## src/hdl/accu_pkg.sv

```systemverilog
`default_nettype none

package accu_pkg;

    ////////////////////////////////////////
    // sizes
    ////////////////////////////////////////

    localparam int NUM_LANES  = 4;   // input streams
    localparam int DATA_W     = 64;  // word and sum width
    localparam int LEN_W      = 16;  // header count bits, low end of the header word
    localparam int FIFO_DEPTH = 8;   // default lane buffer depth

    ////////////////////////////////////////
    // shared types
    ////////////////////////////////////////

    typedef logic signed [DATA_W-1:0] data_t;
    typedef logic [LEN_W-1:0]         len_t;
    typedef logic [NUM_LANES-1:0]     lane_mask_t;  // one bit per lane

    // head words of all lane FIFOs
    typedef data_t lane_data_t [NUM_LANES];

    // job sequence of the controller
    typedef enum logic [2:0] {
        IDLE,      // waiting for accu_en
        HEADER,    // waiting for one header word on every lane
        GATHER,    // popping data words
        DRAIN,     // adder pipeline emptying
        SEND,      // result beat on the output
        FINISHED   // result taken, waiting for accu_en low
    } accu_state_t;

endpackage

`default_nettype wire

```

## src/hdl/lane_count_if.sv

```systemverilog
`default_nettype none

interface lane_count_if ();
    import accu_pkg::*;

    logic       load;      // capture header counts
    lane_mask_t pop;       // one data word taken per set bit
    lane_mask_t owing;     // lane still has words to deliver
    logic       all_done;  // nothing owed on any lane

    modport ctrl (
        output load,
        output pop,
        input  owing,
        input  all_done
    );

    modport regs (
        input  load,
        input  pop,
        output owing,
        output all_done
    );

endinterface

`default_nettype wire

```

## src/hdl/accu_ctrl.sv

```systemverilog
`default_nettype none

module accu_ctrl (
    input  logic                 sys_clk,
    input  logic                 sys_rst_n,
    input  logic                 accu_en,
    output logic                 accu_finished,
    input  accu_pkg::lane_mask_t lane_valid,
    output accu_pkg::lane_mask_t pop,
    output logic                 flush,
    lane_count_if.ctrl           cnt,
    output logic                 sum_clear,
    input  logic                 sum_busy,
    input  accu_pkg::data_t      sum,
    output logic                 m_tvalid,
    input  logic                 m_tready,
    output accu_pkg::data_t      m_tdata,
    output logic                 m_tlast
);
    import accu_pkg::*;

    accu_state_t state;
    accu_state_t state_nxt;
    logic        abort;       // job left, mid-way or after the result
    logic        hdr_ready;   // a header waits on every lane
    lane_mask_t  data_pop;

    assign abort     = !accu_en && (state != IDLE);
    assign hdr_ready = (lane_valid == '1);
    assign data_pop  = cnt.owing & lane_valid;   // may be empty

    assign flush     = abort;
    assign sum_clear = abort;

    assign accu_finished = (state == IDLE) || (state == FINISHED);

    ////////////////////////////////////////
    // lane pops and count strobes
    ////////////////////////////////////////

    always_comb begin
        pop      = '0;
        cnt.pop  = '0;
        cnt.load = 1'b0;
        if (accu_en) begin
            case (state)
                HEADER: begin
                    if (hdr_ready) begin
                        pop      = '1;        // headers are not summed
                        cnt.load = 1'b1;
                    end
                end
                GATHER: begin
                    pop     = data_pop;
                    cnt.pop = data_pop;       // also feeds the adder
                end
                default: begin
                    pop = '0;
                end
            endcase
        end
    end

    ////////////////////////////////////////
    // job FSM
    ////////////////////////////////////////

    always_comb begin
        state_nxt = state;
        if (!accu_en) begin
            state_nxt = IDLE;
        end else begin
            case (state)
                IDLE:     state_nxt = HEADER;
                HEADER:   if (hdr_ready) state_nxt = GATHER;
                GATHER:   if (cnt.all_done) state_nxt = DRAIN;
                DRAIN:    if (!sum_busy) state_nxt = SEND;
                SEND:     if (m_tready) state_nxt = FINISHED;
                FINISHED: state_nxt = FINISHED;  // until accu_en falls
                default:  state_nxt = IDLE;
            endcase
        end
    end

    always_ff @(posedge sys_clk or negedge sys_rst_n) begin
        if (!sys_rst_n) begin
            state    <= IDLE;
            m_tvalid <= 1'b0;
            m_tlast  <= 1'b0;
        end else begin
            state    <= state_nxt;
            m_tvalid <= (state_nxt == SEND);  // held until accepted or aborted
            m_tlast  <= (state_nxt == SEND);  // the result is a single beat
        end
    end

    // result captured once, stable for the whole SEND
    always_ff @(posedge sys_clk) begin
        if ((state == DRAIN) && (state_nxt == SEND)) begin
            m_tdata <= sum;
        end
    end

endmodule

`default_nettype wire

```

## src/hdl/accu_sum.sv

```systemverilog
`default_nettype none

module accu_sum (
    input  logic                 sys_clk,
    input  logic                 sys_rst_n,
    input  accu_pkg::lane_mask_t add,
    input  accu_pkg::lane_data_t head,
    input  logic                 clear,
    output logic                 busy,
    output accu_pkg::data_t      sum
);
    import accu_pkg::*;

    data_t part_nxt;   // masked sum of the head words
    data_t part_q;     // stage 1 result
    logic  part_vld;   // stage 1 holds a pending add

    ////////////////////////////////////////
    // stage 1
    ////////////////////////////////////////

    always_comb begin
        part_nxt = '0;
        for (int i = 0; i < NUM_LANES; i++) begin
            if (add[i]) begin
                part_nxt = part_nxt + head[i];  // wraps mod 2^64
            end
        end
    end

    always_ff @(posedge sys_clk) begin
        part_q <= part_nxt;
    end

    ////////////////////////////////////////
    // stage 2, running sum
    ////////////////////////////////////////

    always_ff @(posedge sys_clk or negedge sys_rst_n) begin
        if (!sys_rst_n) begin
            part_vld <= 1'b0;
            sum      <= '0;
        end else if (clear) begin
            part_vld <= 1'b0;      // pending add is discarded
            sum      <= '0;
        end else begin
            part_vld <= (add != '0);
            if (part_vld) begin
                sum <= sum + part_q;
            end
        end
    end

    // a pop at the input or a partial sum still on its way
    assign busy = part_vld || (add != '0);

endmodule

`default_nettype wire

```

## src/hdl/lane_count_regs.sv

```systemverilog
`default_nettype none

module lane_count_regs (
    input  logic                 sys_clk,
    input  logic                 sys_rst_n,
    input  accu_pkg::lane_data_t head,
    lane_count_if.regs           cnt
);
    import accu_pkg::*;

    len_t       hdr_cnt [NUM_LANES];  // words announced by the header
    len_t       dlv_cnt [NUM_LANES];  // words popped so far
    lane_mask_t owing;

    ////////////////////////////////////////
    // per-lane counters
    ////////////////////////////////////////

    always_ff @(posedge sys_clk or negedge sys_rst_n) begin
        if (!sys_rst_n) begin
            for (int i = 0; i < NUM_LANES; i++) begin
                hdr_cnt[i] <= '0;
                dlv_cnt[i] <= '0;
            end
        end else begin
            for (int i = 0; i < NUM_LANES; i++) begin
                if (cnt.load) begin
                    hdr_cnt[i] <= head[i][LEN_W-1:0];  // upper header bits ignored
                    dlv_cnt[i] <= '0;
                end else if (cnt.pop[i]) begin
                    dlv_cnt[i] <= dlv_cnt[i] + 1'b1;
                end
            end
        end
    end

    ////////////////////////////////////////
    // status back to the controller
    ////////////////////////////////////////

    // a zero count never owes anything
    always_comb begin
        for (int i = 0; i < NUM_LANES; i++) begin
            owing[i] = (dlv_cnt[i] < hdr_cnt[i]);
        end
    end

    assign cnt.owing    = owing;
    assign cnt.all_done = (owing == '0);

endmodule

`default_nettype wire

```

## src/hdl/lane_fifo.sv

```systemverilog
`default_nettype none

module lane_fifo #(
    parameter int DEPTH = accu_pkg::FIFO_DEPTH
) (
    input  logic            sys_clk,
    input  logic            sys_rst_n,
    input  logic            in_valid,
    output logic            in_ready,
    input  accu_pkg::data_t in_data,
    output logic            out_valid,
    output accu_pkg::data_t out_data,
    input  logic            pop,
    input  logic            flush
);
    import accu_pkg::*;

    data_t                        mem [DEPTH];
    logic [$clog2(DEPTH)-1:0]     wr_ptr;
    logic [$clog2(DEPTH)-1:0]     rd_ptr;
    logic [$clog2(DEPTH+1)-1:0]   count;     // words held
    logic                         push;
    logic                         take;

    assign in_ready  = (count != DEPTH);    // low only when full
    assign out_valid = (count != 0);
    assign out_data  = mem[rd_ptr];         // head word

    assign push = in_valid && in_ready && !flush;
    assign take = pop && out_valid && !flush;

    ////////////////////////////////////////
    // storage
    ////////////////////////////////////////

    always_ff @(posedge sys_clk) begin
        if (push) begin
            mem[wr_ptr] <= in_data;
        end
    end

    ////////////////////////////////////////
    // pointers and occupancy
    ////////////////////////////////////////

    always_ff @(posedge sys_clk or negedge sys_rst_n) begin
        if (!sys_rst_n) begin
            wr_ptr <= '0;
            rd_ptr <= '0;
            count  <= '0;
        end else if (flush) begin
            wr_ptr <= '0;            // drop everything in one cycle
            rd_ptr <= '0;
            count  <= '0;
        end else begin
            if (push) begin
                if (wr_ptr == DEPTH - 1) begin
                    wr_ptr <= '0;
                end else begin
                    wr_ptr <= wr_ptr + 1'b1;
                end
            end
            if (take) begin
                if (rd_ptr == DEPTH - 1) begin
                    rd_ptr <= '0;
                end else begin
                    rd_ptr <= rd_ptr + 1'b1;
                end
            end
            case ({push, take})
                2'b10:   count <= count + 1'b1;
                2'b01:   count <= count - 1'b1;
                default: count <= count;     // both or neither
            endcase
        end
    end

endmodule

`default_nettype wire

```

## src/hdl/multi_lane_accu.sv

```systemverilog
`default_nettype none

module multi_lane_accu (
    input  logic            sys_clk,
    input  logic            sys_rst_n,
    input  logic            accu_en,
    output logic            accu_finished,
    input  logic            s0_tvalid,
    output logic            s0_tready,
    input  accu_pkg::data_t s0_tdata,
    input  logic            s1_tvalid,
    output logic            s1_tready,
    input  accu_pkg::data_t s1_tdata,
    input  logic            s2_tvalid,
    output logic            s2_tready,
    input  accu_pkg::data_t s2_tdata,
    input  logic            s3_tvalid,
    output logic            s3_tready,
    input  accu_pkg::data_t s3_tdata,
    output logic            m_tvalid,
    input  logic            m_tready,
    output accu_pkg::data_t m_tdata,
    output logic            m_tlast
);
    import accu_pkg::*;

    wire lane_mask_t lane_valid;   // head word present, per lane
    lane_mask_t      fifo_pop;     // header and data pops
    lane_data_t      lane_head;
    logic            flush;
    logic            sum_clear;
    logic            sum_busy;
    data_t           sum;

    lane_count_if cnt_bus ();

    ////////////////////////////////////////
    // input lanes
    ////////////////////////////////////////

    lane_fifo #(.DEPTH(FIFO_DEPTH)) u_fifo0 (
        .sys_clk   (sys_clk),
        .sys_rst_n (sys_rst_n),
        .in_valid  (s0_tvalid),
        .in_ready  (s0_tready),
        .in_data   (s0_tdata),
        .out_valid (lane_valid[0]),
        .out_data  (lane_head[0]),
        .pop       (fifo_pop[0]),
        .flush     (flush)
    );

    lane_fifo #(.DEPTH(FIFO_DEPTH)) u_fifo1 (
        .sys_clk   (sys_clk),
        .sys_rst_n (sys_rst_n),
        .in_valid  (s1_tvalid),
        .in_ready  (s1_tready),
        .in_data   (s1_tdata),
        .out_valid (lane_valid[1]),
        .out_data  (lane_head[1]),
        .pop       (fifo_pop[1]),
        .flush     (flush)
    );

    lane_fifo #(.DEPTH(FIFO_DEPTH)) u_fifo2 (
        .sys_clk   (sys_clk),
        .sys_rst_n (sys_rst_n),
        .in_valid  (s2_tvalid),
        .in_ready  (s2_tready),
        .in_data   (s2_tdata),
        .out_valid (lane_valid[2]),
        .out_data  (lane_head[2]),
        .pop       (fifo_pop[2]),
        .flush     (flush)
    );

    lane_fifo #(.DEPTH(FIFO_DEPTH)) u_fifo3 (
        .sys_clk   (sys_clk),
        .sys_rst_n (sys_rst_n),
        .in_valid  (s3_tvalid),
        .in_ready  (s3_tready),
        .in_data   (s3_tdata),
        .out_valid (lane_valid[3]),
        .out_data  (lane_head[3]),
        .pop       (fifo_pop[3]),
        .flush     (flush)
    );

    ////////////////////////////////////////
    // core
    ////////////////////////////////////////

    lane_count_regs u_regs (
        .sys_clk   (sys_clk),
        .sys_rst_n (sys_rst_n),
        .head      (lane_head),
        .cnt       (cnt_bus.regs)
    );

    accu_sum u_sum (
        .sys_clk   (sys_clk),
        .sys_rst_n (sys_rst_n),
        .add       (cnt_bus.pop),      // data pops only
        .head      (lane_head),
        .clear     (sum_clear),
        .busy      (sum_busy),
        .sum       (sum)
    );

    accu_ctrl u_ctrl (
        .sys_clk       (sys_clk),
        .sys_rst_n     (sys_rst_n),
        .accu_en       (accu_en),
        .accu_finished (accu_finished),
        .lane_valid    (lane_valid),
        .pop           (fifo_pop),
        .flush         (flush),
        .cnt           (cnt_bus.ctrl),
        .sum_clear     (sum_clear),
        .sum_busy      (sum_busy),
        .sum           (sum),
        .m_tvalid      (m_tvalid),
        .m_tready      (m_tready),
        .m_tdata       (m_tdata),
        .m_tlast       (m_tlast)
    );

endmodule

`default_nettype wire

```

## config.mk

```make
export PLATFORM = sky130hd
export DESIGN_NAME = multi_lane_accu
export DESIGN_NICKNAME = d
export VERILOG_FILES = /design/src/hdl/accu_pkg.sv /design/src/hdl/lane_count_if.sv /design/src/hdl/accu_ctrl.sv /design/src/hdl/accu_sum.sv /design/src/hdl/lane_count_regs.sv /design/src/hdl/lane_fifo.sv /design/src/hdl/multi_lane_accu.sv
export SDC_FILE = /design/constraint.sdc
export NUM_CORES = 2
export LEC_CHECK = 0
export BUFFER_PORTS_ARGS = -buffer_cell sky130_fd_sc_hd__buf_2
export CORE_MARGIN = 5
export CORE_UTILIZATION = 45
export CTS_CLUSTER_DIAMETER = 40
export CTS_CLUSTER_SIZE = 8
export DETAILED_ROUTE_END_ITERATION = 8
export GPL_TIMING_DRIVEN = 0
export PLACE_DENSITY_LB_ADDON = 0.3
export RECOVER_POWER = 50
export SYNTH_ARGS = -nofsm -noshare
export SYNTH_HDL_FRONTEND = slang
export SYNTH_SLANG_ARGS = --single-unit
```

## constraint.sdc

```tcl
create_clock -name sys_clk -period 10.3 [get_ports sys_clk]
set_input_delay 2.06 -clock sys_clk [delete_from_list [all_inputs] [get_ports sys_clk]]
set_output_delay 2.06 -clock sys_clk [all_outputs]
set_load 0.01 [all_outputs]
```

# ---- Yosys cells after proc, flatten, opt, wreduce, memory -nomap -nowiden
# Memories as Yosys holds them, arrays and structs flattened.
# Cells that the tools add are included.
dict set report classes {
  mux 69
  eq_ne 27
  mul 0
  n_reduce_logical 47
  n_div 0
  shift 0
  n_bitwise 1
  addsub 24
  magnitude_cmp 4
}
# cell count
set op_table {}
lappend op_table {{64-bit two-way mux} 6}
lappend op_table {{64-bit adder} 4}
lappend op_table {{16-bit two-way mux} 8}
lappend op_table {{3-bit two-way mux} 29}
lappend op_table {{16-bit by 1-bit adder with 16-bit output, second input constant} 4}
lappend op_table {{16-bit less-than comparator} 4}
lappend op_table {{4-bit one-hot mux with 2 select lines} 5}
lappend op_table {{3-bit == test, second input constant} 11}
lappend op_table {{4-bit two-way mux} 8}
lappend op_table {{2-bit nonzero test} 13}
lappend op_table {{3-bit by 1-bit adder with 3-bit output, second input constant} 8}
lappend op_table {{4-bit nonzero test} 5}
lappend op_table {{1-bit logical AND} 18}
lappend op_table {{3-bit one-hot mux with 6 select lines} 1}
lappend op_table {{4-bit by 1-bit adder with 4-bit output, second input constant} 4}
lappend op_table {{4-bit != test, second input constant} 4}
lappend op_table {{4-bit by 1-bit subtractor with 4-bit output, second input constant} 4}
lappend op_table {{3-bit nonzero test} 5}
lappend op_table {{1-bit two-way mux} 12}
lappend op_table {{2-bit by 1-bit == test with 1-bit output, second input constant} 4}
lappend op_table {{2-bit == test, second input constant} 4}
lappend op_table {{3-bit by 2-bit == test with 1-bit output, second input constant} 2}
lappend op_table {{4-bit AND} 1}
lappend op_table {{4-bit == test, second input constant} 1}
lappend op_table {{5 further kinds} 7}
dict set report totals {
  word_cells 202
  ramBits 2048
  register_bits 365
  romBits 0
  latch_bits 0
  input_bits 264
  output_inout_bits 71
  memories 4
}
# memory words word_bits read_ports rd_ports_with_merged_regs wr line_no
set mem_list {}
lappend mem_list {u_fifo0.mem 8 64 1 0 1 lane_fifo.sv:18} ;# data_t mem [DEPTH];
lappend mem_list {u_fifo1.mem 8 64 1 0 1 lane_fifo.sv:18}
lappend mem_list {u_fifo2.mem 8 64 1 0 1 lane_fifo.sv:18}
lappend mem_list {u_fifo3.mem 8 64 1 0 1 lane_fifo.sv:18}

# ---- Depth between registers and ports, before layout
dict set report logic_depth {
  depth_word 11
  mapped_depth 50
  ltp_nobuf 48
}

# ---- Cells and area by module
# A second synthesis with hierarchy kept.
dict set report hier_totals {
  hier_cells 6979
  hier_area_um2 109732.7
}
# module seq_area_each_um2 cells_per_inst instances area_each_um2
set modules_own_cells {}
lappend modules_own_cells {{lane_fifo at u_fifo0 ...} 15625.0 819 2 19879.1}
lappend modules_own_cells {accu_sum 2907.8 2878 1 21194.1}
lappend modules_own_cells {{lane_fifo at u_fifo2} 15625.0 817 1 19886.6}
lappend modules_own_cells {{lane_fifo at u_fifo3} 15625.0 818 1 19875.3}
lappend modules_own_cells {lane_count_regs 3203.1 712 1 6723.9}
lappend modules_own_cells {accu_ctrl 2021.9 116 1 2294.7}

# ---- Worst setup path before layout
# Ideal clock, no wire load.
dict set report synth_timing {
  path_kind {input to register}
  from {input port accu_en}
  to {register u_sum.part_q[60]}
  required_ns 10.179
  cell_stages 41
  n_path_buf 5
  arrival_ns 9.894
  setup_slack_ns 0.285
  setup_time_ns 0.121
  cell_sequence {nand2_1 -> or2_2 -> nor2b_1 -> o21ai_1 -> clkbuf_1 -> buf_1 -> clkbuf_1 -> nor2_1 -> ha_1 -> nand4_1 -> or3_1 -> or4_1 -> o22a_1 -> and2_1 -> o21ai_0 -> xnor2_1 -> nor2_1 -> a21oi_1 -> (+5 left out) -> o21ai_0 -> a31oi_1 -> o31ai_1 -> a211o_1 -> nand3_1 -> xor2_1 -> mux2_2 -> ha_1 -> buf_1 -> nand4_1 -> a21oi_1 -> nor2b_1 -> a31o_2 -> o31a_1 -> o31ai_1 -> a311oi_1 -> xnor2_1 -> mux2_2}
}
dict set report synth_between {
  elab_chain_cells 8
}
# item line_no
set synth_rtl {}
lappend synth_rtl {{start: declaration} multi_lane_accu.sv:6} ;# input logic accu_en,
lappend synth_rtl {{4-bit two-way mux *} accu_ctrl.sv:45} ;# if (accu_en) begin
lappend synth_rtl {{64-bit two-way mux} accu_sum.sv:25} ;# if (add[i]) begin
lappend synth_rtl {{64-bit adder} accu_sum.sv:26} ;# part_nxt = part_nxt + head[i];
lappend synth_rtl {{64-bit two-way mux} accu_sum.sv:25}
lappend synth_rtl {{64-bit adder} accu_sum.sv:26}
lappend synth_rtl {{64-bit two-way mux} accu_sum.sv:25}
lappend synth_rtl {{64-bit adder} accu_sum.sv:26}
lappend synth_rtl {{64-bit two-way mux *} accu_sum.sv:25}
lappend synth_rtl {{via u_sum.part_nxt[60]} accu_sum.sv:14} ;# data_t part_nxt;
lappend synth_rtl {{end signal: assignment} accu_sum.sv:32} ;# part_q <= part_nxt;
lappend synth_rtl {{end: declaration} accu_sum.sv:15} ;# data_t part_q;
# Mark *: on every way through the listed nets, which the timed path passes. The rest lies on a longest branch.
# A chain may end at the register's enable or synchronous reset.

# ---- Worst setup path in the final report
dict set report layout_timing {
  from {input port accu_en}
  to {register u_sum.part_q[63]}
}
# Same word-level chain as after synthesis.

==> results.json <==
{
  "die_w_um": 500,
  "violations": "max-capacitance violations, max-slew violations",
  "synth_area_mm2": 0.108,
  "tightest_slew_ns": 5.48,
  "seq_area_mm2": 0.0706,
  "report.power.total_w": 0.0308,
  "start_util": 0.451,
  "max_freq_mhz": 98.4,
  "rrSetupSlack_ns": 0.16,
  "dpl.hpwl_mm": 225,
  "core_mm2": 0.240,
  "hold_start": "u_regs.hdr_cnt[62]$_DFFE_PN0P_",
  "drv_slew": 242,
  "crit_slowest_cell": "o21ai_1",
  "p_int_w": 0.0217,
  "drcViolationCount": 0,
  "syn_to_final_growth_pct": 18.8,
  "clk_latency_ns": 0.97,
  "synth_cell_types": 83,
  "power_per_cell_area_mw_per_mm2": 240,
  "r2r-end": "u_sum.part_q[63]$_DFF_P_",
  "rr_startpoint": "u_regs.dlv_cnt[49]$_DFFE_PN0P_",
  "antenna_found_initial": 98,
  "p_sw_w": 0.00915,
  "clk_pin_slew_ns": 0.05,
  "grt_pass1_vias": 64728,
  "final_core_util": 0.535,
  "finalSetupViolCount": 0,
  "hold_violations": 0,
  "cts_buffers": 381,
  "synth_top_area_frac": 0.586,
  "crit_fanout": 10,
  "fin_area_mm2": 0.129,
  "yosysSeqAreaShare": 0.652,
  "grt_pass1_wl_mm": 446,
  "synth_edf_count": 2112,
  "drtAntennaViolNets": 0,
  "rows": 180,
  "placed_area_mm2": 0.116,
  "hold_class": "register to register",
  "synth-async-reset-ratio": 0.0982,
  "cts_sinks": 2413,
  "synth_largest_area_cell": "edfxtp_1",
  "combPwrFrac": 0.250,
  "final_nets": 8363,
  "synthFlopType": "edfxtp_1",
  "yosys_warnings": 0,
  "power.share.clock": 0.355,
  "startpoint_type": "primary input",
  "maxSlewHeadroom": -2.65,
  "period_minus_slack_ns": 10.16,
  "p_leak_nw": 45.3,
  "post-route-period-util": 0.986,
  "whs_endpoint": "u_regs.hdr_cnt[62]$_DFFE_PN0P_",
  "wirelength_mm": 309,
  "clock_path_buffers": 4,
  "ir_worst_vdd_v": 0.000165,
  "status": "finished with violations",
  "synthCells": 6864,
  "cts_tree": "done",
  "maxCapViolations": 3,
  "ios": 335,
  "ys_ff_latch": 2413,
  "crit_arrival_ns": 10.96,
  "yosys-top-cells-area": "edfxtp_1 (59%), mux4_2 (11%), dfrtp_1 (5.5%)",
  "vias_per_cell": 5.91,
  "swShare": 0.297,
  "hold_depth": 2,
  "syn_nets": 7482,
  "dieArea_mm2": 0.250,
  "die_height_um": 500,
  "worst_hold_slack_ns": 0.484,
  "syn_area_per_cell_um2": 15.8,
  "fill_cells": 19328,
  "multi_input_area_mm2": 0.0374,
  "path_class": "primary input to register",
  "drt_first_iter_violations": 7058,
  "finalClockSkew_ns": 0.101,
  "globalplace.congestion": 0.965,
  "ctsHoldBuffers": 0,
  "vias": 65758,
  "grt_usage": 0.243,
  "drive_gt1_frac": 0.230,
  "r2r_cells": 41,
  "cp-end-kind": "register",
  "grt_max_degree": 117,
  "grt-ovfl-total": 0,
  "io_buffers": 334,
  "wire_per_inst_um": 27.8,
  "cts_root_buf": "clkbuf_16",
  "critPathMaxStageDelay_ns": 0.75,
  "required_ns": 11.10,
  "seqPwrFrac": 0.395,
  "cts_max_level": 5,
  "firstDrtPassIters": 5
}
[logic make-up after synthesis]
family,after synthesis,synth area share
fa+ha+maj,354,0.0415
compound gates,1166,0.0670
buf+inv,484,0.0170
simple gates,1260,0.0535
mux,892,0.145
xor+xnor,295,0.0240
flops,2413,0.652
[layout make-up]
class	count	area share
antenna	37	0.000720
buffer	292	0.0100
clock buffer	481	0.0788
clock inverter	60	0.00436
inverter	173	0.00505
multi-input combinational	3967	0.291
sequential	2413	0.549
tap	3185	0.0310
timing repair buffer	517	0.0296
[routing by layer]
layer / vias up / GRT usage / part of all wire
met5: - / 0 / 0.0016
met2: 2760 / 0.363 / 0.44
met4: 76 / 0.0837 / 0.037
met3: 557 / 0.0680 / 0.098
li1: 28725 / - / -
met1: 33640 / 0.345 / 0.42
[cells in the final DEF (no fill, tap or decap), drive strengths merged, types with 26 or more instances in the layout]
master	count
nand2	346
a21oi	387
a31oi	46
dfxtp	64
dfrtp	237
mux2	259
clkinv	38
inv	180
xor2	143
a211oi	45
nand4	87
o21ai	273
diode	37
nand2b	42
or3	28
clkbuf	942
ha	346
edfxtp	2112
o31ai	26
nor2	446
o21bai	56
xnor2	151
buf	343
and3	41
nor3	60
nand3	95
mux4	512
mux2i	121
a21o	186
[sequential cells by signal, summed over array words and instances, names as in the netlist, 64 cells and up]
name,flops
u_fifo0.mem,512
u_fifo2.mem,512
u_regs.dlv_cnt,64
u_regs.hdr_cnt,64
u_sum.part_q,64
u_fifo1.mem,512
u_sum.sum,64
u_fifo3.mem,512
u_ctrl.m_tdata,64
[power groups by stage]
stage | Combinational, W | Sequential [W] | Clock, W
3_5_place_dp | 0.00734 | 0.0123 | 0
5_1_grt | 0.00825 | 0.0122 | 0.0116
2_1_floorplan | 0.00453 | 0.0123 | 0
4_1_cts | 0.00755 | 0.0122 | 0.0111
6_report | 0.00772 | 0.0122 | 0.0109
3_3_place_gp | 0.00691 | 0.0125 | 0
[worst max path at each step]
stage / endpoint / from
floorplan: u_sum.part_q[60]$_DFF_P_ / accu_en
global placement: u_fifo2.mem[1][40]$_DFFE_PP_ / accu_en
detailed placement: u_sum.part_q[63]$_DFF_P_ / accu_en
CTS: u_sum.part_q[62]$_DFF_P_ / u_fifo0.rd_ptr[0]$_DFFE_PN0P_
global route: u_sum.part_q[63]$_DFF_P_ / u_regs.dlv_cnt[49]$_DFFE_PN0P_
finish: u_sum.part_q[63]$_DFF_P_ / accu_en
[worst max-delay path, delay by kind of cell]
family / cells / cell delay [ns]
buffers and inverters: 3 / 0.46
XOR/XNOR: 4 / 0.78
AO/OA/AOI/OAI: 15 / 3.55
AND/OR/NAND/NOR: 12 / 2.47
adder cells (fa/ha/maj): 4 / 1.20
multiplexers: 1 / 0.39
[metrics by stage]
step                cells   TNS, ns  setup slack (ns)
floorplan            6864         0             0.285
global placement    10383  -2618.26             -4.33
detailed placement  10513   -107.82             -3.82
CTS                 11074         0           0.00422
global route        11093    -0.107           -0.0600
finish              11125         0             0.140
[cells in the mapped netlist, types with 14 or more instances]
library cell,instances
nor2b_1,24
or3_1,28
mux4_2,512
nor4_1,14
clkbuf_1,212
nand3_1,95
xnor2_1,151
nand2_1,346
ha_1,346
buf_1,84
mux2i_1,121
dfrtp_1,237
nand4_1,87
o31ai_1,26
a21o_1,186
o21a_1,25
o21ai_0,262
and3_1,41
nor2_1,446
xor2_1,143
nor3b_1,16
nand2b_1,42
a31oi_1,45
inv_1,172
a21oi_1,384
mux2_2,259
and2_1,20
o211ai_1,17
edfxtp_1,2112
dfxtp_1,64
o21bai_1,56
a211oi_1,44
nor3_1,60
[repair_timing]
item | CTS | global route
resized for setup | 241 | 188
buffers inserted | 24 | 29
pin swaps | 17 | 45
setup endpoints to repair | 43 | 26
No activity file was read; power rests on OpenSTA's default activity.
